**src/design/fb_consts.svh**
```systemverilog
// raster timing, framebuffer geometry and colour constants
// include wherever a module needs sizes or timing values

`ifndef FB_CONSTS_SVH
`define FB_CONSTS_SVH

`define FB_CORDW  16            // signed screen coordinate width

// horizontal timing in pixels
`define H_RES     640           // active width
`define H_FP      16            // front porch
`define H_SYNC    96            // sync pulse
`define H_BP      48            // back porch

// vertical timing in lines
`define V_RES     480
`define V_FP      10
`define V_SYNC    2
`define V_BP      33

`define FB_WIDTH  160           // framebuffer size in pixels
`define FB_HEIGHT 120
`define FB_PIXELS (`FB_WIDTH * `FB_HEIGHT)   // 19200 entries
`define FB_ADDRW  15            // enough for FB_PIXELS
`define FB_DATAW  1             // bits per pixel, mono

`define CHANW     4             // bits per colour channel
`define BG_COLR   12'h137       // colour around the framebuffer area
`define FB_LAT    2             // read lead: decision reg + bram reg

`endif

```
**src/design/fb_pkg.sv**
```systemverilog
// shared types for the framebuffer display pipeline
// referenced by scoped name from each RTL file

`include "fb_consts.svh"

package fb_pkg;

    // screen coordinate, negative values fall in blanking
    typedef logic signed [`FB_CORDW-1:0] coord_t;

    // one colour channel
    typedef logic [`CHANW-1:0] chan_t;

    // packed red, green, blue
    typedef logic [3*`CHANW-1:0] colr_t;

    // framebuffer word address
    typedef logic [`FB_ADDRW-1:0] fb_addr_t;

    // stored pixel value
    typedef logic [`FB_DATAW-1:0] pix_t;

endpackage

```
**src/design/colour_out.sv**
```systemverilog
// colour selection and registered output stage
// syncs, enable and colour leave on the same clock edge

`include "fb_consts.svh"

module colour_out (
    input  logic          clk_pix,
    input  logic          rst,
    input  fb_pkg::pix_t  pix,          // framebuffer pixel
    input  logic          paint_area,
    input  logic          hsync,
    input  logic          vsync,
    input  logic          de,
    output logic          dvi_hsync,
    output logic          dvi_vsync,
    output logic          dvi_de,
    output fb_pkg::chan_t dvi_r,
    output fb_pkg::chan_t dvi_g,
    output fb_pkg::chan_t dvi_b
);

    localparam fb_pkg::colr_t BG = `BG_COLR;

    fb_pkg::colr_t paint_colr;     // framebuffer or background
    fb_pkg::colr_t disp_colr;      // black in blanking

    always_comb begin
        // mono pixel spread over all channel bits
        paint_colr = paint_area ? {(3*`CHANW){pix[0]}} : BG;
        disp_colr  = de ? paint_colr : '0;
    end

    // output register stage
    always_ff @(posedge clk_pix) begin
        if (rst) begin
            dvi_hsync <= 1'b1;  // syncs idle high
            dvi_vsync <= 1'b1;
            dvi_de    <= 1'b0;
            {dvi_r, dvi_g, dvi_b} <= '0;
        end else begin
            dvi_hsync <= hsync;
            dvi_vsync <= vsync;
            dvi_de    <= de;
            {dvi_r, dvi_g, dvi_b} <= disp_colr;
        end
    end

endmodule

```
**config.mk**
```make
export PLATFORM = sky130hd
export DESIGN_NAME = colour_out
export DESIGN_NICKNAME = d
export VERILOG_FILES = /design/src/design/fb_pkg.sv /design/src/design/colour_out.sv
export VERILOG_INCLUDE_DIRS = /design/src /design/src/design
export SDC_FILE = /design/constraint.sdc
export NUM_CORES = 1
export LEC_CHECK = 0
export BUFFER_PORTS_ARGS = -buffer_cell sky130_fd_sc_hd__buf_4
export CAP_MARGIN = 0
export CELL_PAD_IN_SITES_DETAIL_PLACEMENT = 1
export CELL_PAD_IN_SITES_GLOBAL_PLACEMENT = 2
export CORE_MARGIN = 2
export CORE_UTILIZATION = 15
export CTS_CLUSTER_DIAMETER = 30
export DETAILED_ROUTE_END_ITERATION = 10
export GPL_TIMING_DRIVEN = 0
export PLACE_DENSITY_LB_ADDON = 0.1
export SETUP_SLACK_MARGIN = 0.15
export SYNTH_ARGS = -nofsm -noshare
export SYNTH_HDL_FRONTEND = slang
export SYNTH_SLANG_ARGS = --single-unit
```
**constraint.sdc**
```tcl
create_clock -name clk_pix -period 0.8 [get_ports clk_pix]
set_input_delay 0.08 -clock clk_pix [delete_from_list [all_inputs] [get_ports clk_pix]]
set_output_delay 0.08 -clock clk_pix [all_outputs]
set_load 0.01 [all_outputs]
```
## Word-level counts from Yosys, hierarchy flattened

Cells that the tools add are included.

- $lt $le $gt $ge: 0
- Bitwise operators: 2
- Reductions and logical operators: 2
- Add/sub/neg operators: 0
- Multipliers: 0
- Div/mod/pow operators: 0
- Equal/unequal tests: 0
- Muxes and demuxes: 1
- Shift-type cells: 0

Operators with widths:

| kind | number |
|---|---|
| 2-to-1 mux 9 bit | 1 |
| OR reduction 3 bit | 1 |
| NOT 1 bit | 2 |
| OR reduction 2 bit | 1 |

- Output and inout port bits: 15
- Memories: 0
- Input bits: 7
- Bits in read-only memories: 0
- Bits in writable memories: 0
- Flip-flop bits (word level): 12
- Latch bits: 0

## Longest topological paths before layout

- Word-level depth: 2
- Depth in mapped cells: 2
- Depth with buffers taken out: 2

## Worst setup path before layout

No wires, ideal clock.

- Kind: flip-flop to output port
- Start: register, netlist name dvi_g[0]
- End: output port dvi_b[1]
- Path slack: 0.146 ns
- Arrival: 0.574 ns
- Cell stages (with the launch flop): 2
- Required time: 0.720 ns
- Cell sequence: dfxtp_1 > buf_4

RTL lines:

| item | RTL line | text |
|---|---|---|
| end, declared | colour_out.sv:19 | `output fb_pkg::chan_t dvi_b` |

==> impl_metrics.json <==
{
  "outcome": "complete, but fails checks",
  "violations": "negative setup slack",
  "pwr-share-clk_pct": 39.7,
  "synth_edf_count": 0,
  "crit_top_cell": "buf_6",
  "clockBufferDepth": 2,
  "hold_path_class": "in -> reg",
  "slowest_delay_ns": 0.37,
  "synthXorXnorAreaFrac_pct": 0,
  "yosysMostFrequentCell": "buf_4",
  "drc_errors": 0,
  "synth_area_um2": 223,
  "finalHoldWorstSlack_ns": 0.0114,
  "setup_ws_ns": -0.109,
  "num_io_pins": 22,
  "n_antenna_cell": 0,
  "ys_seq_area_share_pct": 44.9,
  "htreeDepth": 1,
  "ir_drop_mv": 0.598,
  "synth_top_area_share_pct": 44.9,
  "nets": 54,
  "clkSlewWorstSetupHoldPaths_ns": 0.04,
  "cts_tree": "built",
  "worstPathCellList": "buf_6 -> buf_6",
  "dp_hpwl_um": 459,
  "end_kind": "output port",
  "die_w_um": 42.5,
  "coreArea_um2": 1350,
  "hold_violations": 0,
  "ys_ff_latch": 5,
  "synth_flop_cell": "dfxtp_1",
  "syn_nets": 28,
  "die_area_um2": 1810,
  "avgSynthCellArea_um2": 10.6,
  "grt_use_total_pct": 6.95,
  "start_util_pct": 16.5,
  "gp_congestion": 0.643,
  "synth_top_cells_by_count": "buf_4 (10), dfxtp_1 (5), or2_1 (2)",
  "area_growth_pct": 137,
  "syn_inst": 21,
  "avgRoutedWirePerCell_um": 8.57,
  "drv_cap": 0,
  "dpl_cell_area_um2": 402,
  "synth.mux.area_fraction_pct": 0,
  "cts.sinks": 5,
  "cts_setup_buffers": 0,
  "max_freq_ghz": 1.10,
  "multi_input_comb_area_um2": 43.8,
  "synth_compound_area_share_pct": 5.06,
  "rsz0062_at_grt": "yes",
  "cp_max_fo": 6,
  "crit_buf_inv": 2,
  "pre_cts_slack_ns": 0.130,
  "grt_pass1_wl_um": 828,
  "drtIter0Drc": 0,
  "swShare_pct": 22.0,
  "start_kind": "flop",
  "drt-total-wl_um": 523,
  "async_reset_ff_share_pct": 0,
  "io_buffers": 21,
  "yosysUniqueCellTypes": 7,
  "row_count": 13,
  "grt_pass1_vias": 192,
  "dr.pass1.iters": 1,
  "yosys.area_share.simple_pct": 14.6,
  "crit_arrival_ns": 0.83,
  "crit_family": "flip-flops",
  "seqCellArea_um2": 111,
  "combPwrFrac_pct": 22.6,
  "crit_type": "reg -> out",
  "nFillCells": 151,
  "yosys_warnings": 0,
  "power_frac_seq_pct": 37.7,
  "internal-power_mw": 0.566,
  "leakagePower_nw": 0.264,
  "setup-violations-final": 12,
  "period_needed_ns": 0.909,
  "cts-buffers-inserted": 3,
  "p_sw_mw": 0.159,
  "maxSlewHeadroom_pct": 93.0,
  "synth_top_area_cell": "dfxtp_1",
  "worst_slew_pin_slew_ns": 0.105,
  "drive_gt1_share_pct": 89.1,
  "grt_max_degree": 7,
  "antenna_found_initial": 0,
  "cts_root_buffer": "clkbuf_4",
  "crit_path_top_delay_cell": "dfxtp_4",
  "fin_crit_sh_pct": 114,
  "synth_top_family_by_area": "buffers and inverters",
  "synth-adder-area-share_pct": 0,
  "via_per_inst": 3.54,
  "fin_area_um2": 527,
  "hold_buffers": 0,
  "die_h_um": 42.5,
  "vias": 216,
  "cp.required_ns": 0.72,
  "gr-total-overflow": 0,
  "drtAntennaViolNets": 0,
  "drv_slew": 0,
  "power_density_nw_per_um2": 1380,
  "ys_top_cells_by_area": "dfxtp_1 (45%), buf_4 (34%), nor2b_4 (6.2%), or2_1 (5.6%), a21boi_2 (5.1%)"
}
registers in the layout, indices dropped and copies added, names as in the netlist:
name	cells
dvi_vsync	1
dvi_hsync	1
dvi_g	1
dvi_r	1
dvi_de	1
power groups by stage:
stage | Combinational, mW | Sequential, mW | Clock, mW
2_1_floorplan | 0.0508 | 0.281 | 0
3_3_place_gp | 0.130 | 0.274 | 0
6_report | 0.164 | 0.273 | 0.288
5_1_grt | 0.174 | 0.275 | 0.330
3_5_place_dp | 0.133 | 0.276 | 0
4_1_cts | 0.158 | 0.271 | 0.309
metrics by stage:
stage	util [%]	instances	total power, mW	setup TNS (ns)
floorplan	-	21	0.332	0
global placement	29.7	57	0.405	0
detailed placement	29.7	57	0.409	0
CTS	37.3	61	0.737	-1.28
global route	39.0	61	0.779	-1.53
finish	39.0	61	0.725	-1.10
per-layer routing:
layer / global-route usage, % / part of all wire [%] / vias to the layer above
li1: - / - / 103
met2: 9.54 / 59 / 18
met1: 5.91 / 27 / 93
met4: 11.3 / 3.6 / 0
met3: 3.02 / 9.8 / 2
met5: 0 / 0 / -
worst paths after layout:
path	startpoint	endpoint	slack [ns]	cells after the start
max	dvi_g[0]	dvi_b[2]	-0.11	2
min	paint_area	dvi_g[0]	0.01	2
logic make-up after synthesis:
kind of cell,count (synthesis)
flip-flops,5
AND/OR/NAND/NOR,4
AO/OA/AOI/OAI,1
buffers and inverters,11
timing repair:
action | 4_1_cts | 5_1_grt
gates resized for setup | 23 | 6
setup endpoints to repair | 15 | 15
endpoints found under the hold margin | 0 | 1
layout make-up:
class / count / share of cell area, %
repair buffers: 21 / 39.9
clock buffers: 4 / 4.99
inverters: 1 / 0.713
well taps: 15 / 3.56
flip-flops and latches: 5 / 21.1
multi-input cells: 5 / 8.31
plain buffers: 10 / 21.4
layout by cell type (no fill, tap or decap):
cell type | Yosys | routed
nor2b_4 | 1 | 1
a21boi_2 | 1 | 1
and3_1 | 1 | 1
dfxtp_4 | 0 | 2
or2_1 | 2 | 2
buf_6 | 0 | 24
clkbuf_1 | 0 | 1
inv_1 | 1 | 1
dfxtp_2 | 0 | 3
clkbuf_4 | 0 | 3
buf_4 | 10 | 7
Power figures use the tool's default switching activity.
