$ cat config.mk
export PLATFORM = sky130hd
export DESIGN_NAME = fb_scan_ctrl
export DESIGN_NICKNAME = d
export VERILOG_FILES = /design/src/design/fb_pkg.sv /design/src/design/fb_scan_ctrl.sv
export VERILOG_INCLUDE_DIRS = /design/src /design/src/design
export SDC_FILE = /design/constraint.sdc
export NUM_CORES = 1
export LEC_CHECK = 0
export BUFFER_PORTS_ARGS = -buffer_cell sky130_fd_sc_hd__buf_2
export CORE_MARGIN = 2
export CORE_UTILIZATION = 44
export CTS_CLUSTER_SIZE = 10
export DETAILED_ROUTE_END_ITERATION = 7
export HOLD_SLACK_MARGIN = 0.06
export PLACE_DENSITY = 0.84
export SYNTH_ARGS = -nofsm -noshare
export SYNTH_HDL_FRONTEND = slang
export SYNTH_SLANG_ARGS = --single-unit
export TNS_END_PERCENT = 30
$ cat constraint.sdc
create_clock -name clk_pix -period 2.3 [get_ports clk_pix]
set_input_delay 0.23 -clock clk_pix [delete_from_list [all_inputs] [get_ports clk_pix]]
set_output_delay 0.23 -clock clk_pix [all_outputs]
set_load 0.01 [all_outputs]
$ cat src/design/fb_consts.svh
// raster timing, framebuffer geometry and colour constants
// include wherever a module needs sizes or timing values

`ifndef FB_CONSTS_SVH
`define FB_CONSTS_SVH

`define FB_CORDW  16            // signed screen coordinate width

// horizontal timing in pixels
`define H_RES     640           // active width
`define H_FP      16            // front porch
`define H_SYNC    96            // sync pulse
`define H_BP      48            // back porch

// vertical timing in lines
`define V_RES     480
`define V_FP      10
`define V_SYNC    2
`define V_BP      33

`define FB_WIDTH  160           // framebuffer size in pixels
`define FB_HEIGHT 120
`define FB_PIXELS (`FB_WIDTH * `FB_HEIGHT)   // 19200 entries
`define FB_ADDRW  15            // enough for FB_PIXELS
`define FB_DATAW  1             // bits per pixel, mono

`define CHANW     4             // bits per colour channel
`define BG_COLR   12'h137       // colour around the framebuffer area
`define FB_LAT    2             // read lead: decision reg + bram reg

`endif

$ cat src/design/fb_pkg.sv
// shared types for the framebuffer display pipeline
// referenced by scoped name from each RTL file

`include "fb_consts.svh"

package fb_pkg;

    // screen coordinate, negative values fall in blanking
    typedef logic signed [`FB_CORDW-1:0] coord_t;

    // one colour channel
    typedef logic [`CHANW-1:0] chan_t;

    // packed red, green, blue
    typedef logic [3*`CHANW-1:0] colr_t;

    // framebuffer word address
    typedef logic [`FB_ADDRW-1:0] fb_addr_t;

    // stored pixel value
    typedef logic [`FB_DATAW-1:0] pix_t;

endpackage

$ cat src/design/fb_scan_ctrl.sv
// framebuffer read control: address generation ahead of the raster
// also flags which screen pixels show framebuffer data

`include "fb_consts.svh"

module fb_scan_ctrl (
    input  logic             clk_pix,
    input  logic             rst,
    input  fb_pkg::coord_t   sx,
    input  fb_pkg::coord_t   sy,
    input  logic             frame,        // restart address
    output fb_pkg::fb_addr_t read_addr,    // to bram read port
    output logic             paint_area    // pixel lies in framebuffer
);

    // read window, shifted left by the pipeline lead
    localparam fb_pkg::coord_t RD_X_STA = 0 - `FB_LAT;                 // -2
    localparam fb_pkg::coord_t RD_X_END = `FB_WIDTH - `FB_LAT - 1;     // 157

    // paint window on screen
    localparam fb_pkg::coord_t FB_X_END = `FB_WIDTH - 1;   // 159
    localparam fb_pkg::coord_t FB_Y_END = `FB_HEIGHT - 1;  // 119

    localparam fb_pkg::fb_addr_t ADDR_ONE = 1;

    logic fb_rows;      // sy within framebuffer height
    logic read_now;     // unregistered read decision
    logic read_fb;      // registered decision

    always_comb begin
        fb_rows  = ~sy[`FB_CORDW-1] && (sy <= FB_Y_END);
        read_now = fb_rows && (sx >= RD_X_STA) && (sx <= RD_X_END);
    end

    // decision register, first stage of the lead
    always_ff @(posedge clk_pix) begin
        if (rst) begin
            read_fb <= 1'b0;
        end else begin
            read_fb <= read_now;
        end
    end

    // address walks 160x120 in raster order, once per frame
    always_ff @(posedge clk_pix) begin
        if (rst) begin
            read_addr <= '0;
        end else if (frame) begin
            read_addr <= '0;                      // back to top-left
        end else if (read_fb) begin
            read_addr <= read_addr + ADDR_ONE;    // next pixel
        end
    end

    // bram data lands on the pixel it belongs to
    always_comb begin
        paint_area = fb_rows && ~sx[`FB_CORDW-1] && (sx <= FB_X_END);
    end

endmodule

# Word-level counts from Yosys, hierarchy flattened

Cells that the tools add are included.

Memory bits (writable): 0
Bits in registers: 16
Input bits: 35
Memories: 0
Bits in latches: 0
Memory bits (read-only): 0

Muxes and demuxes: 0
Equal/unequal tests: 0
Divide/modulo/power cells: 0
Bitwise logic cells: 2
Reductions and logical operators: 6
Add/subtract/negate cells: 1
$lt $le $gt $ge: 4
Multipliers: 0
Shifts and indexed selects: 0

Operators by type and width:

| kind                    | number |
|---|---|
| $le A16 B9 Y1 const B   | 2 |
| $ge A16 B2 Y1 const B   | 1 |
| $le A16 B8 Y1 const B   | 1 |
| $add A15 B1 Y15 const B | 1 |
| $logic_and A1 B1 Y1     | 5 |
| $not A1 Y1              | 2 |
| $reduce_or A2 Y1        | 1 |

# Depth between registers and ports, before layout

Depth after elaboration: 4
Depth in mapped cells: 5
Mapped depth without buffers: 5

# Worst setup path after synthesis

No wires, ideal clock.

Path type: reg2reg
Start point: register read_addr[0]
End point: register read_addr[14]
Slack: 0.917 ns
Arrival time: 1.263 ns
Required time: 2.180 ns
Cell stages (with the launch flop): 6
Setup time: 0.120 ns
Clock period less this slack: 1.383 ns
Cell sequence: dfxtp_1 ha_1 nand4_2 nor4_2 xnor2_1 nor2_1

Word-level cells in the longest chain between the ends: 1

Ends and longest elaborated chain:

| what                   | line               | source |
|---|---|---|
| start, declared        | fb_scan_ctrl.sv:12 | `output fb_pkg::fb_addr_t read_addr,` |
| start signal, assigned | fb_scan_ctrl.sv:51 | `read_addr <= read_addr + ADDR_ONE;` |
| $add A15 B1 Y15        | fb_scan_ctrl.sv:51 |  |

No other way between the ends.
A chain may end at the register's enable or synchronous reset.

# Worst setup path after layout

Ends and elaborated chain as after synthesis.

==> summary.md <==
| Metric | Value |
|---|---|
| Setup CP Type | reg2reg |
| Chip Width | 47.2 µm |
| Nets@finish | 179 |
| Cell Pwr Density | 416 nW/µm² |
| Arr. time, crit path | 1.59 ns |
| # Post-CTS Setup Buffers | 0 |
| Clock power frac | 31.0% |
| Max FO, Critical Path | 5 |
| Initial Util | 47.0% |
| Synthesized area per cell | 8.73 µm² |
| Slew Limit Fails | 0 |
| Root Driver | clkbuf_4 |
| Net Count, Synth | 130 |
| Total Wirelength | 1.80 mm |
| Synth unique cells | 24 |
| Buf+Inv Stages, Crit Path | 0 |
| Power Total | 457 µW |
| CTS buffer count | 3 |
| Vias in the first global route | 745 |
| Share of cells above drive strength 1 | 39.7% |
| Worst Clk Skew | 0.00250 ns |
| CP max stage delay | 0.43 ns |
| Sequential fraction of the synthesis area | 39.0% |
| Die Y | 47.2 µm |
| Final period utilization | 62.0% |
| Via count | 876 |
| Crit-path slowest cell | dfxtp_1 |
| Post-Syn Instances | 94 |
| I/O Buffers | 46 |
| Post-cts sizing count | 0 |
| H-tree Lvls | 1 |
| Num rows | 15 |
| Final Setup Violations | 0 |
| Routed Antenna Nets | 0 |
| Part of the power in registers | 60.6% |
| Sw Ratio | 21.5% |
| Internal | 359 µW |
| Critical path, cell by cell | ha_1 -> nand4_2 -> nor4_2 -> xnor2_1 -> nor2_1 |
| Max Clk Rate | 701 MHz |
| Boundary Pins | 51 |
| Final worst path period need | 1.43 ns |
| Routability congestion estimate | 0.691 |
| FF+latch count, synth | 16 |
| Antenna violations before repair | 0 |
| Antenna fix cells | 0 |
| CP Capture Type | register |
| Peak VDD IR | 0.212 mV |
| RSZ-0062 raised after global routing | false |
| P&R area growth vs syn | 33.7% |
| Vias/cell | 5.28 |
| Warnings, synthesis | 0 |
| Worst skew pair latency | 0.27 ns |
| Required @ worst endpoint | 2.47 ns |
| Hold Vio Cnt, Final | 0 |
| Largest net degree at the start of global routing | 16 |
| Max-Cap Viols | 0 |
| GRT Residual Overflow | 0 |
| Core area | 1750 µm² |
| Placed insts | 163 |
| P_leak | 0.000486 µW |
| GRT Total Usage | 17.8% |
| Final HPWL DP | 1.49 mm |
| Fillers | 163 |
| Clk sink count | 16 |
| Slew margin rel. | 79.3% |
| Gate power share | 8.4% |
| Hold_buf cts | 0 |
| Cell Count, Final, Fillers Out | 166 |
| CTS tree | done |
| Die area | 2230 µm² |
| Reg clk slew, reported paths | 0.09 ns |
| Critical path's top delay family | simple AND/OR/NAND/NOR gates |
| WL per Instance | 10.8 µm |
| Slew @ Worst Pin | 0.310 ns |
| Outcome | finished clean |
| Setup crit start kind | register |
| Drt pass-1 iters | 4 |
| First-pass GRT wire length | 2.88 mm |
| # DRC | 0 |
| Iteration-0 DRC Markers | 7 |
| Post-Route Setup TNS | 0 ns |
| HP Class | in2reg |
| Switching pwr | 98.1 µW |
| Max clock buf depth | 2 |
| Synthesized area | 821 µm² |
==> per-stage QoR <==
stage                     instance area, µm²  utilization, %  setup slack (ns)  hold slack [ns]
after detailed placement                1070            61.6             0.869            0.415
after global routing                    1100            62.9             0.720            0.121
after CTS                               1100            62.9             0.854            0.116
after global placement                  1070            61.6             0.889            0.415
after floorplan                          821               -             0.917            0.308
final                                   1100            62.9             0.874            0.118
==> cell usage after synthesis <==
| cell type | count | area [µm²] |
|---|---|---|
| clkbuf_1 | 2 | 7.51 |
| o21ai_0 | 4 | 20.0 |
| a21oi_1 | 3 | 15.0 |
| nand3_1 | 2 | 10.0 |
| mux2i_1 | 1 | 10.0 |
| dfxtp_1 | 16 | 320 |
| nor3_1 | 6 | 30.0 |
| nor2_2 | 1 | 6.26 |
| a211oi_1 | 1 | 7.51 |
| ha_1 | 1 | 12.5 |
| or3_1 | 3 | 18.8 |
| xnor2_1 | 7 | 61.3 |
| xor2_1 | 4 | 35.0 |
| or2_2 | 1 | 6.26 |
| nand2_1 | 10 | 37.5 |
| nand4_1 | 7 | 43.8 |
| a211o_1 | 1 | 8.76 |
| nand4_4 | 2 | 42.5 |
| nor4_2 | 1 | 12.5 |
| and3_1 | 1 | 6.26 |
| nor4_4 | 1 | 21.3 |
| nor2_1 | 15 | 56.3 |
| nand4_2 | 1 | 12.5 |
| nor4_1 | 3 | 18.8 |
==> flip-flops by register name, summed over array words and instances (netlist names) <==
name and count:
read_addr 15, read_fb 1
==> cell families (layout without fill, tap and decap cells) <==
kind of cell / after synthesis / count (layout) / synth area share, %
buf+inv: 2 / 49 / 0.915
fa+ha+maj: 1 / 1 / 1.52
mux: 1 / 1 / 1.22
simple gates: 54 / 54 / 39.3
xor+xnor: 11 / 11 / 11.7
compound gates: 9 / 9 / 6.25
flops: 16 / 16 / 39.0
==> routing by layer <==
metal  share of wire [%]  global-route usage [%]
met2                  51                    33.4
met1                  42                    20.3
met5                   0                       0
met3                 5.8                    3.46
met4                 1.1                    5.00
==> placed cells by master (no fill, tap or decap) <==
cell type / n
buf_2: 46
dfxtp_1: 16
nor2_1: 15
nand2_1: 10
nand4_1: 7
xnor2_1: 7
nor3_1: 6
o21ai_0: 4
xor2_1: 4
nor4_1: 3
or3_1: 3
a21oi_1: 3
clkbuf_4: 3
nand3_1: 2
nand4_4: 2
or2_2: 1
and3_1: 1
mux2i_1: 1
nor4_4: 1
nor2_2: 1
nand4_2: 1
a211o_1: 1
a211oi_1: 1
nor4_2: 1
ha_1: 1
==> power groups by stage <==
stage | combinational, µW | sequential, µW | clock, µW
detailed placement | 38.5 | 283 | 0
floorplan | 9.32 | 283 | 0
global route | 42.8 | 277 | 157
global placement | 36.8 | 283 | 0
CTS | 38.6 | 277 | 145
finish | 38.4 | 277 | 142
==> area by class of cell <==
class                           count  area [µm²]  area share (%)
Multi-Input combinational cell     76         493            44.9
Timing Repair Buffer               46         230            21.0
Clock buffer                        3        22.5            2.05
Sequential cell                    16         320            29.2
Tap cell                           25        31.3            2.85
==> worst register-to-register path, stage by stage (launching register included) <==
cell,delay [ns]
dfxtp_1,0.43
ha_1,0.23
nand4_2,0.18
nor4_2,0.29
xnor2_1,0.15
nor2_1,0.05
==> path summary, 6_finish.rpt <==
path | start | slack, ns | depth (start not counted) | end
setup / recovery | read_addr[0] | 0.87 | 5 | read_addr[14]
hold / removal | rst | 0.12 | 2 | read_fb
setup reg to reg | read_addr[0] | 0.87 | 5 | read_addr[14]
hold reg to reg | read_addr[14] | 0.52 | 2 | read_addr[14]
Note: power is estimated with default switching activity, not from simulation.
