<file path="src/design/fb_consts.svh">
// raster timing, framebuffer geometry and colour constants
// include wherever a module needs sizes or timing values

`ifndef FB_CONSTS_SVH
`define FB_CONSTS_SVH

`define FB_CORDW  16            // signed screen coordinate width

// horizontal timing in pixels
`define H_RES     640           // active width
`define H_FP      16            // front porch
`define H_SYNC    96            // sync pulse
`define H_BP      48            // back porch

// vertical timing in lines
`define V_RES     480
`define V_FP      10
`define V_SYNC    2
`define V_BP      33

`define FB_WIDTH  160           // framebuffer size in pixels
`define FB_HEIGHT 120
`define FB_PIXELS (`FB_WIDTH * `FB_HEIGHT)   // 19200 entries
`define FB_ADDRW  15            // enough for FB_PIXELS
`define FB_DATAW  1             // bits per pixel, mono

`define CHANW     4             // bits per colour channel
`define BG_COLR   12'h137       // colour around the framebuffer area
`define FB_LAT    2             // read lead: decision reg + bram reg

`endif

</file>
<file path="src/design/fb_pkg.sv">
// shared types for the framebuffer display pipeline
// referenced by scoped name from each RTL file

`include "fb_consts.svh"

package fb_pkg;

    // screen coordinate, negative values fall in blanking
    typedef logic signed [`FB_CORDW-1:0] coord_t;

    // one colour channel
    typedef logic [`CHANW-1:0] chan_t;

    // packed red, green, blue
    typedef logic [3*`CHANW-1:0] colr_t;

    // framebuffer word address
    typedef logic [`FB_ADDRW-1:0] fb_addr_t;

    // stored pixel value
    typedef logic [`FB_DATAW-1:0] pix_t;

endpackage

</file>
<file path="src/design/display_timing.sv">
// raster timing for a 640x480 display with signed coordinates
// blanking sits at negative sx/sy, active area starts at (0,0)

`include "fb_consts.svh"

module display_timing (
    input  logic           clk_pix,
    input  logic           rst,
    output fb_pkg::coord_t sx,      // horizontal position
    output fb_pkg::coord_t sy,      // vertical position
    output logic           hsync,   // active low
    output logic           vsync,   // active low
    output logic           de,      // active video
    output logic           frame    // one cycle at frame start
);

    // horizontal landmarks, line starts with front porch
    localparam fb_pkg::coord_t H_STA  = 0 - `H_FP - `H_SYNC - `H_BP;  // -160
    localparam fb_pkg::coord_t HS_STA = H_STA + `H_FP;                // sync begins
    localparam fb_pkg::coord_t HS_END = HS_STA + `H_SYNC;             // sync ends
    localparam fb_pkg::coord_t H_END  = `H_RES - 1;                   // last active pixel

    // vertical landmarks, same layout in lines
    localparam fb_pkg::coord_t V_STA  = 0 - `V_FP - `V_SYNC - `V_BP;  // -45
    localparam fb_pkg::coord_t VS_STA = V_STA + `V_FP;
    localparam fb_pkg::coord_t VS_END = VS_STA + `V_SYNC;
    localparam fb_pkg::coord_t V_END  = `V_RES - 1;

    localparam fb_pkg::coord_t COORD_ONE = 1;

    logic line_end;     // last pixel of a line
    logic frame_end;    // last line of a frame

    always_comb begin
        line_end  = (sx == H_END);
        frame_end = (sy == V_END);
    end

    // syncs and enable straight from the counters
    always_comb begin
        hsync = ~(sx >= HS_STA && sx < HS_END);
        vsync = ~(sy >= VS_STA && sy < VS_END);
        de    = ~sx[`FB_CORDW-1] & ~sy[`FB_CORDW-1];   // both coords non-negative
        frame = (sx == H_STA) && (sy == V_STA);
    end

    // pixel and line counters
    always_ff @(posedge clk_pix) begin
        if (rst) begin
            sx <= H_STA;    // restart in blanking at frame start
            sy <= V_STA;
        end else if (line_end) begin
            sx <= H_STA;
            if (frame_end) begin
                sy <= V_STA;    // wrap to next frame
            end else begin
                sy <= sy + COORD_ONE;
            end
        end else begin
            sx <= sx + COORD_ONE;
        end
    end

endmodule

</file>
<file path="config.mk">
export PLATFORM = sky130hd
export DESIGN_NAME = display_timing
export DESIGN_NICKNAME = d
export VERILOG_FILES = /design/src/design/fb_pkg.sv /design/src/design/display_timing.sv
export VERILOG_INCLUDE_DIRS = /design/src /design/src/design
export SDC_FILE = /design/constraint.sdc
export NUM_CORES = 1
export LEC_CHECK = 0
export ABC_AREA = 0
export BUFFER_PORTS_ARGS = -buffer_cell sky130_fd_sc_hd__buf_4
export CORE_ASPECT_RATIO = 1.25
export CORE_MARGIN = 10
export CORE_UTILIZATION = 55
export CTS_CLUSTER_SIZE = 40
export DETAILED_ROUTE_END_ITERATION = 10
export PLACE_DENSITY_LB_ADDON = 0.2
export SYNTH_ARGS = -nofsm -noshare
export SYNTH_HDL_FRONTEND = slang
export SYNTH_SLANG_ARGS = --single-unit
</file>
<file path="constraint.sdc">
create_clock -name clk_pix -period 3.53 [get_ports clk_pix]
set_clock_uncertainty 0.15 [all_clocks]
set_input_delay 0 -clock clk_pix [delete_from_list [all_inputs] [get_ports clk_pix]]
set_output_delay 0 -clock clk_pix [all_outputs]
set_load 0.005 [all_outputs]
</file>
**Word level (Yosys, flattened, before mapping)**

Index checks and enable logic that the tools add are counted.
W data, S select, Z words.

- Reduce and logical (&&, ||, !) cells: 4
- Multiplexer cells: 1
- Eq/ne operators: 4
- $lt $le $gt $ge: 4
- Add/sub/neg operators: 2
- Bitwise gates (word level): 5

Operators by type and width:

| kind | number |
|---|---|
| $add A16 B2 Y16 const B | 2 |
| $lt A16 B7 Y1 const B | 2 |
| $eq A16 B10 Y1 const B | 1 |
| $eq A16 B11 Y1 const B | 1 |
| $eq A16 B7 Y1 const B | 1 |
| $eq A16 B9 Y1 const B | 1 |
| $ge A16 B7 Y1 const B | 1 |
| $ge A16 B9 Y1 const B | 1 |
| $mux W16 | 1 |
| $not A1 Y1 | 4 |
| $logic_and A1 B1 Y1 | 3 |
| $reduce_or A2 Y1 | 1 |
| $and A1 B1 Y1 | 1 |

- Bits in registers: 32

**Depth between registers and ports, before layout**

Gate-level depths: netlist of run 1.

- Depth after elaboration: 3
- Gate-level depth with buffers: 6

**Worst setup path before layout of run 1**

OpenSTA, ideal clock, no wires.

- Path kind: register -> register
- Start point: register sx[0]
- End point: register sx[5]
- Stages on the path, launching flop included: 7
- Clock period less this slack: 1.997 ns
- Arrival time: 1.710 ns
- Library setup time: 0.137 ns
- Data required time: 3.243 ns
- Slack: 1.533 ns
- Buffers on the path: 2
- Cells stage by stage: dfxtp_1 -> ha_1 -> and3_1 -> buf_4 -> a41oi_1 -> clkbuf_1 -> o21ai_0

- Cells in the longest elaborated chain, start to end: 2
- Elaborated cells between the ends (all ways): 3

Ends and longest elaborated chain:

| item | RTL line | RTL |
|---|---|---|
| from (decl) | display_timing.sv:9 | `output fb_pkg::coord_t sx,` |
| from (signal assigned) | display_timing.sv:60 | `sx <= sx + COORD_ONE;` |
| parallel branches: the longest is 2 deep, another holds $add A16 B2 Y16 | - |  |

Parallel ways; which one is timed is not known.
A chain may end at the register's enable or synchronous reset.

**Worst setup path after layout of run 1**

- Start point: register sy[0]
- End point: register sy[9]

- Cells in the longest elaborated chain, start to end: 2
- Elaborated cells between the ends (all ways): 3

Ends and longest elaborated chain:

| item | RTL line | RTL |
|---|---|---|
| from (decl) | display_timing.sv:10 | `output fb_pkg::coord_t sy,` |
| from (signal assigned) | display_timing.sv:57 | `sy <= sy + COORD_ONE;` |
| $add A16 B2 Y16 or $eq A16 B10 Y1 (tied branches) | display_timing.sv:57, display_timing.sv:36 |  |
| $mux W16 * | display_timing.sv:54 | `if (frame_end) begin` |

Mark *: on every way between the ends. The rest lies on a longest branch, timed or not.

==> reports/results.ini, run 1 <==
[status]
status=finished, final reports clean

[timing]
min_period_ns=2.358
period_share_pct=66.80
rsz0062_at_grt=false
worst_pin_slew_ns=0.9235
setup_ws_ns=1.172
setup-tns-final_ns=0
drv_slew=0
hold_viol=0
final-setup-viol-count=0
clock.fmax_ghz=0.4241
slew_headroom_pct=37.62
hold_ws_ns=0.3337

[floorplan]
die_width_um=71.05
initial_core_util_pct=56.60
die-area_sq_um=5955
io_pins=38
num_rows=23
die_h_um=83.82
core_area_sq_um=3166

[worst_setup_path]
crit_path_end_kind=register
arrival_ns=2.43
crit_chain=ha_1 > nand4_1 > o41ai_2 > o21ai_1 > nand3_1
crit_buf_inv=0
slowest_stage=o41ai_2
max_stage_delay_ns=0.66
crit_required_ns=3.61
path_delay_family=compound AO/OA/AOI/OAI gates
critPathLaunchType=register
crit_fanout=9
critical_path_class=register to register

[clocking]
clk_latency_ns=0.29
hold_buffers=1
postCtsSetupBuffers=0
clockBufferDepth=2
cts_root_buf=clkbuf_8
cts_resized=0
cts_buffers=5
cts_tree=yes
clk_pin_slew_ns=0.08
htreeDepth=2
clock-sinks=32

[route]
wl_per_cell_um=16.63
totalWireLength_um=4774
ant_nets=0
drc=0
first_pass_iters=4
vias=1790
viasPerCell=6.237
drt_iter0_drc=168

[synth]
synth.most_common_cell=dfxtp_1
synth_edf_count=0
synthFlopType=dfxtp_1
synth.largest_area_cell=dfxtp_1
syn_nets=220
yosysWarnings=0
syn-mean-instance-area_sq_um=8.412
synthTopCellsByCount=32 x dfxtp_1, 21 x nand3_1, 18 x nand2_1, 12 x nor2_1, 9 x nand4_1
syn-cell-area_sq_um=1792
synthTopCellsByArea=dfxtp_1 36%, nand3_1 5.9%, nand2_1 3.8%, ha_1 3.5%, nand4_1 3.1%
synth_top_area_share_pct=35.75
ys_seq_area_share_pct=35.75
syn_inst=213
synth_cell_types=52
ys_ff_latch=32
ys_async_sr_fraction_pct=0

[cells_and_area]
drive_above_1_share_pct=23.20
nNetsFinal=256
finalInstanceArea_sq_um=2186
final_core_util_pct=69.05
fillCellCount=274
diodes=0
area_delta_synth_final_pct=22.00
instances_no_fill=287

[global_routing]
grt_first_pass_wirelength_um=8121
grt.total_usage_pct=15.89
grt-ovfl-total=0
grt_antenna_before_repair=0
grt_pass1_vias=1760
grt_max_degree=14

[power_and_ir_drop]
peakVddDrop_v=0.0003070
power_density_nw_per_um2=329.4
p_leak_nw=0.9207
totalPowerFinal_mw=0.7201

[flow_run]
maxCapViolCount=0

[placement]
dp_hpwl_um=3487
dpl_cell_area_sq_um=2078
dp_cells=278
io_buffers=37
globalplace.congestion=0.8544
place_ws_ns=1.251

[worst_hold_path]
min_path_type=input port to register

-- cell type report --
| type | count | area, sq um | share of cell area, % |
|---|---|---|---|
| multi-input combinational | 163 | 1076 | 49.23 |
| sequential | 32 | 640.6 | 29.31 |
| timing repair buffer | 39 | 295.3 | 13.51 |
| clock buffer | 6 | 82.58 | 3.778 |
| tap | 37 | 46.29 | 2.118 |
| inverter | 8 | 30.03 | 1.374 |
| clock inverter | 2 | 15.01 | 0.6869 |
-- placed cells by master, fill, tap and decap left out, types with 2 or more instances in the layout --
master | synthesis | routed
nor2_1 | 12 | 12
ha_1 | 5 | 5
a2bb2oi_1 | 2 | 2
or3_1 | 6 | 6
inv_1 | 8 | 8
and3_1 | 5 | 5
nand2_1 | 18 | 18
nand4_1 | 9 | 9
buf_4 | 1 | 38
o31ai_1 | 5 | 5
a21oi_1 | 7 | 7
dfxtp_1 | 32 | 32
xnor2_1 | 5 | 5
nand3_1 | 21 | 21
nor4b_1 | 2 | 2
nand2b_1 | 3 | 3
and4_1 | 2 | 2
nor4_1 | 3 | 3
or4_1 | 7 | 7
xor2_1 | 5 | 5
clkinvlp_4 | 0 | 2
nand4_2 | 2 | 2
clkbuf_8 | 0 | 6
o41ai_1 | 2 | 2
a31oi_1 | 2 | 2
o21ai_0 | 8 | 8
or2_2 | 2 | 2
nor3_1 | 7 | 7
-- where the power goes --
group | total, mW | switching (mW) | internal [mW]
Sequential | 0.372 | 0.00698 | 0.365
Clock | 0.305 | 0.147 | 0.158
Combinational | 0.0428 | 0.0219 | 0.0210
-- sequential cells by signal, summed over array words and instances, names as in the netlist --
name,flops
sy,16
sx,16
-- cells by family after synthesis --
| family | share of synthesized area, % |
|---|---|
| simple gates | 36.03 |
| compound gates | 15.08 |
| flops | 35.75 |
| buf+inv | 4.190 |
| xor+xnor | 4.888 |
| fa+ha+maj | 3.492 |
| mux | 0.5587 |
-- final timing paths --
check        startpoint    end  slack, ns  cells after the start
max               sy[0]  sy[9]       1.17                      5
min                 rst  sx[4]       0.33                      3
max reg2reg       sy[0]  sy[9]       1.17                      5
min reg2reg       sx[0]  sx[0]       0.34                      1
-- tightest hold or removal path: cells and delay by family --
family / cells / cell delay, ns
buffers and inverters: 2 / 0.69
AND/OR/NAND/NOR: 1 / 0.05
-- metal layers --
| layer | global-route usage [%] | vias up | share of wire [%] | wire, um |
|---|---|---|---|---|
| li1 | - | 875 | - | - |
| met1 | 17.65 | 854 | 42 | 2019 |
| met2 | 27.49 | 54 | 50 | 2406 |
| met3 | 5.119 | 7 | 6.2 | 296 |
| met4 | 5.115 | 0 | 1.1 | 52 |
| met5 | 0 | - | 0 | 0 |
Note: power is estimated with default switching activity, not from simulation.
==> inputs of run 2 (changes only) <==
Settings changed: CORE_UTILIZATION 55 to 54.
Clock period 3.53 ns to 2.45 ns, I/O delays scaled along.
==> run 2 against run 1 <==
Worst setup slack got worse by 1.0 ns. Wire length is 0.23% lower. First-iteration DRC count rose by 32%.
==> reports/results.ini, run 2 (same netlist as run 1, synthesis figures left out) <==
[cells_and_area]
final_core_util_pct=69.92  ; +0.87 points
fillCellCount=270  ; -1.5%
nNetsFinal=263  ; +2.7%
drive_above_1_share_pct=25.29  ; +2.1 points
mostFrequentLayoutCells=45 x buf_4, 32 x dfxtp_1, 21 x nand3_1
finalInstanceArea_sq_um=2233  ; +2.2%
instances_no_fill=294  ; +2.4%
layout_commonest_cell=buf_4
area_delta_synth_final_pct=24.65
reg_top3=sx: 16 flops, sy: 16 flops
diodes=0  ; unchanged

[timing]
hold_viol=0  ; unchanged
hold_ws_ns=0.3418  ; +0.008033 ns
worst_pin_slew_ns=0.4574  ; -0.4661 ns
setup_ws_ns=0.1450  ; -1.027 ns
final-setup-viol-count=0  ; unchanged
rsz0062_at_grt=false
setup-tns-final_ns=0  ; unchanged
clock.fmax_ghz=0.4338
drv_slew=0  ; unchanged
slew_headroom_pct=69.25  ; +32 points
min_period_ns=2.305
period_share_pct=94.08

[placement]
dp_hpwl_um=3558  ; +2.0%
dpl_cell_area_sq_um=2131  ; +2.5%
globalplace.congestion=0.8405  ; -1.6%
dp_cells=285  ; +2.5%
place_ws_ns=0.3225  ; -0.9282 ns
io_buffers=37  ; unchanged

[clocking]
clock-sinks=32  ; unchanged
cts_root_buf=clkbuf_8
clockBufferDepth=2  ; unchanged
clk_latency_ns=0.28  ; about the same
cts_tree=yes
clk_pin_slew_ns=0.07  ; about the same
htreeDepth=2  ; unchanged
postCtsSetupBuffers=0  ; unchanged
cts_resized=0  ; unchanged
cts_buffers=5  ; unchanged
hold_buffers=1  ; unchanged

[floorplan]
die-area_sq_um=6036  ; +1.4%
core_area_sq_um=3194  ; +0.91%
num_rows=23  ; unchanged
io_pins=38  ; unchanged
die_h_um=84.40  ; +0.70%
initial_core_util_pct=56.09  ; -0.51 points
die_width_um=71.52  ; +0.66%

[worst_setup_path]
crit_chain=nand4b_1 > or4_1 > or3_1 > buf_4
arrival_ns=2.16  ; -0.27 ns
crit_required_ns=2.30  ; -1.31 ns
slowest_stage=or4_1
r2r-start=sy[3]
max_stage_delay_ns=0.62  ; -0.04 ns
critical_path.startpoint=sy[7]
critical_path_class=register to primary output
crit_path_end_kind=primary output
critPathLaunchType=register
crit_fanout=9  ; unchanged

[global_routing]
grt-ovfl-total=0  ; unchanged
grtUsageMet1_pct=16.29  ; -1.4 points
grt_first_pass_wirelength_um=8135  ; +0.17%
grt_antenna_before_repair=0  ; unchanged
grt_max_degree=13  ; -1
grt_use_met2_pct=27.97  ; +0.48 points
grt.total_usage_pct=15.91  ; about the same
met3_usage_pct=5.183  ; +0.064 points
grt_busiest_layer=met2
grt_pass1_vias=1791  ; +1.8%

[route]
first_pass_iters=6  ; +2
drc=0  ; unchanged
wl_per_cell_um=16.20  ; -2.6%
ant_nets=0  ; unchanged
drt_iter0_drc=222  ; +32%
totalWireLength_um=4763  ; -0.23%
vias=1806  ; +0.89%
viasPerCell=6.143  ; -1.5%

[power_and_ir_drop]
power_density_nw_per_um2=458.9  ; +39%
peakVddDrop_v=0.0004534  ; +48%
totalPowerFinal_mw=1.025  ; +42%
p_leak_nw=0.9608  ; +4.4%

[worst_hold_path]
min_path_type=input port to register
hold_start=rst

[status]
status=finished, final reports clean

[flow_run]
maxCapViolCount=0  ; unchanged

-- run 2: final timing paths --
check	cells past startpoint	slack [ns]	to
worst max-delay path	4	0.14	vsync
worst min-delay path	3	0.34	sx[2]
worst max register to register	4	0.28	sy[11]
worst min register to register	1	0.35	sx[0]
-- run 2: cell type report --
cell class | instances | area (sq um) | area share, %
Clock buffer | 6 | 82.58 | 3.697
Clock inverter | 2 | 10.01 | 0.4482
Inverter | 8 | 30.03 | 1.345
Multi-Input combinational cell | 163 | 1076 | 48.18
Sequential cell | 32 | 640.6 | 28.68
Tap cell | 37 | 46.29 | 2.073
Timing Repair Buffer | 46 | 347.8 | 15.57
-- run 2: layer usage --
layer	part of all wire [%]	vias up
met2	51	64
met1	40	842
li1	-	889
met4	1.9	0
met3	6.8	11
met5	0	-
-- run 2: critical path, delay by kind of cell, from the launching register on --
kind	cells	cell delay, ns
AND/OR/NAND/NOR	3	1.25
buffers and inverters	1	0.14
flip-flops	1	0.47
-- run 2: where the power goes --
group | switching, mW | internal [mW]
registers | 0.00673 | 0.526
clock network | 0.198 | 0.224
logic | 0.0343 | 0.0357
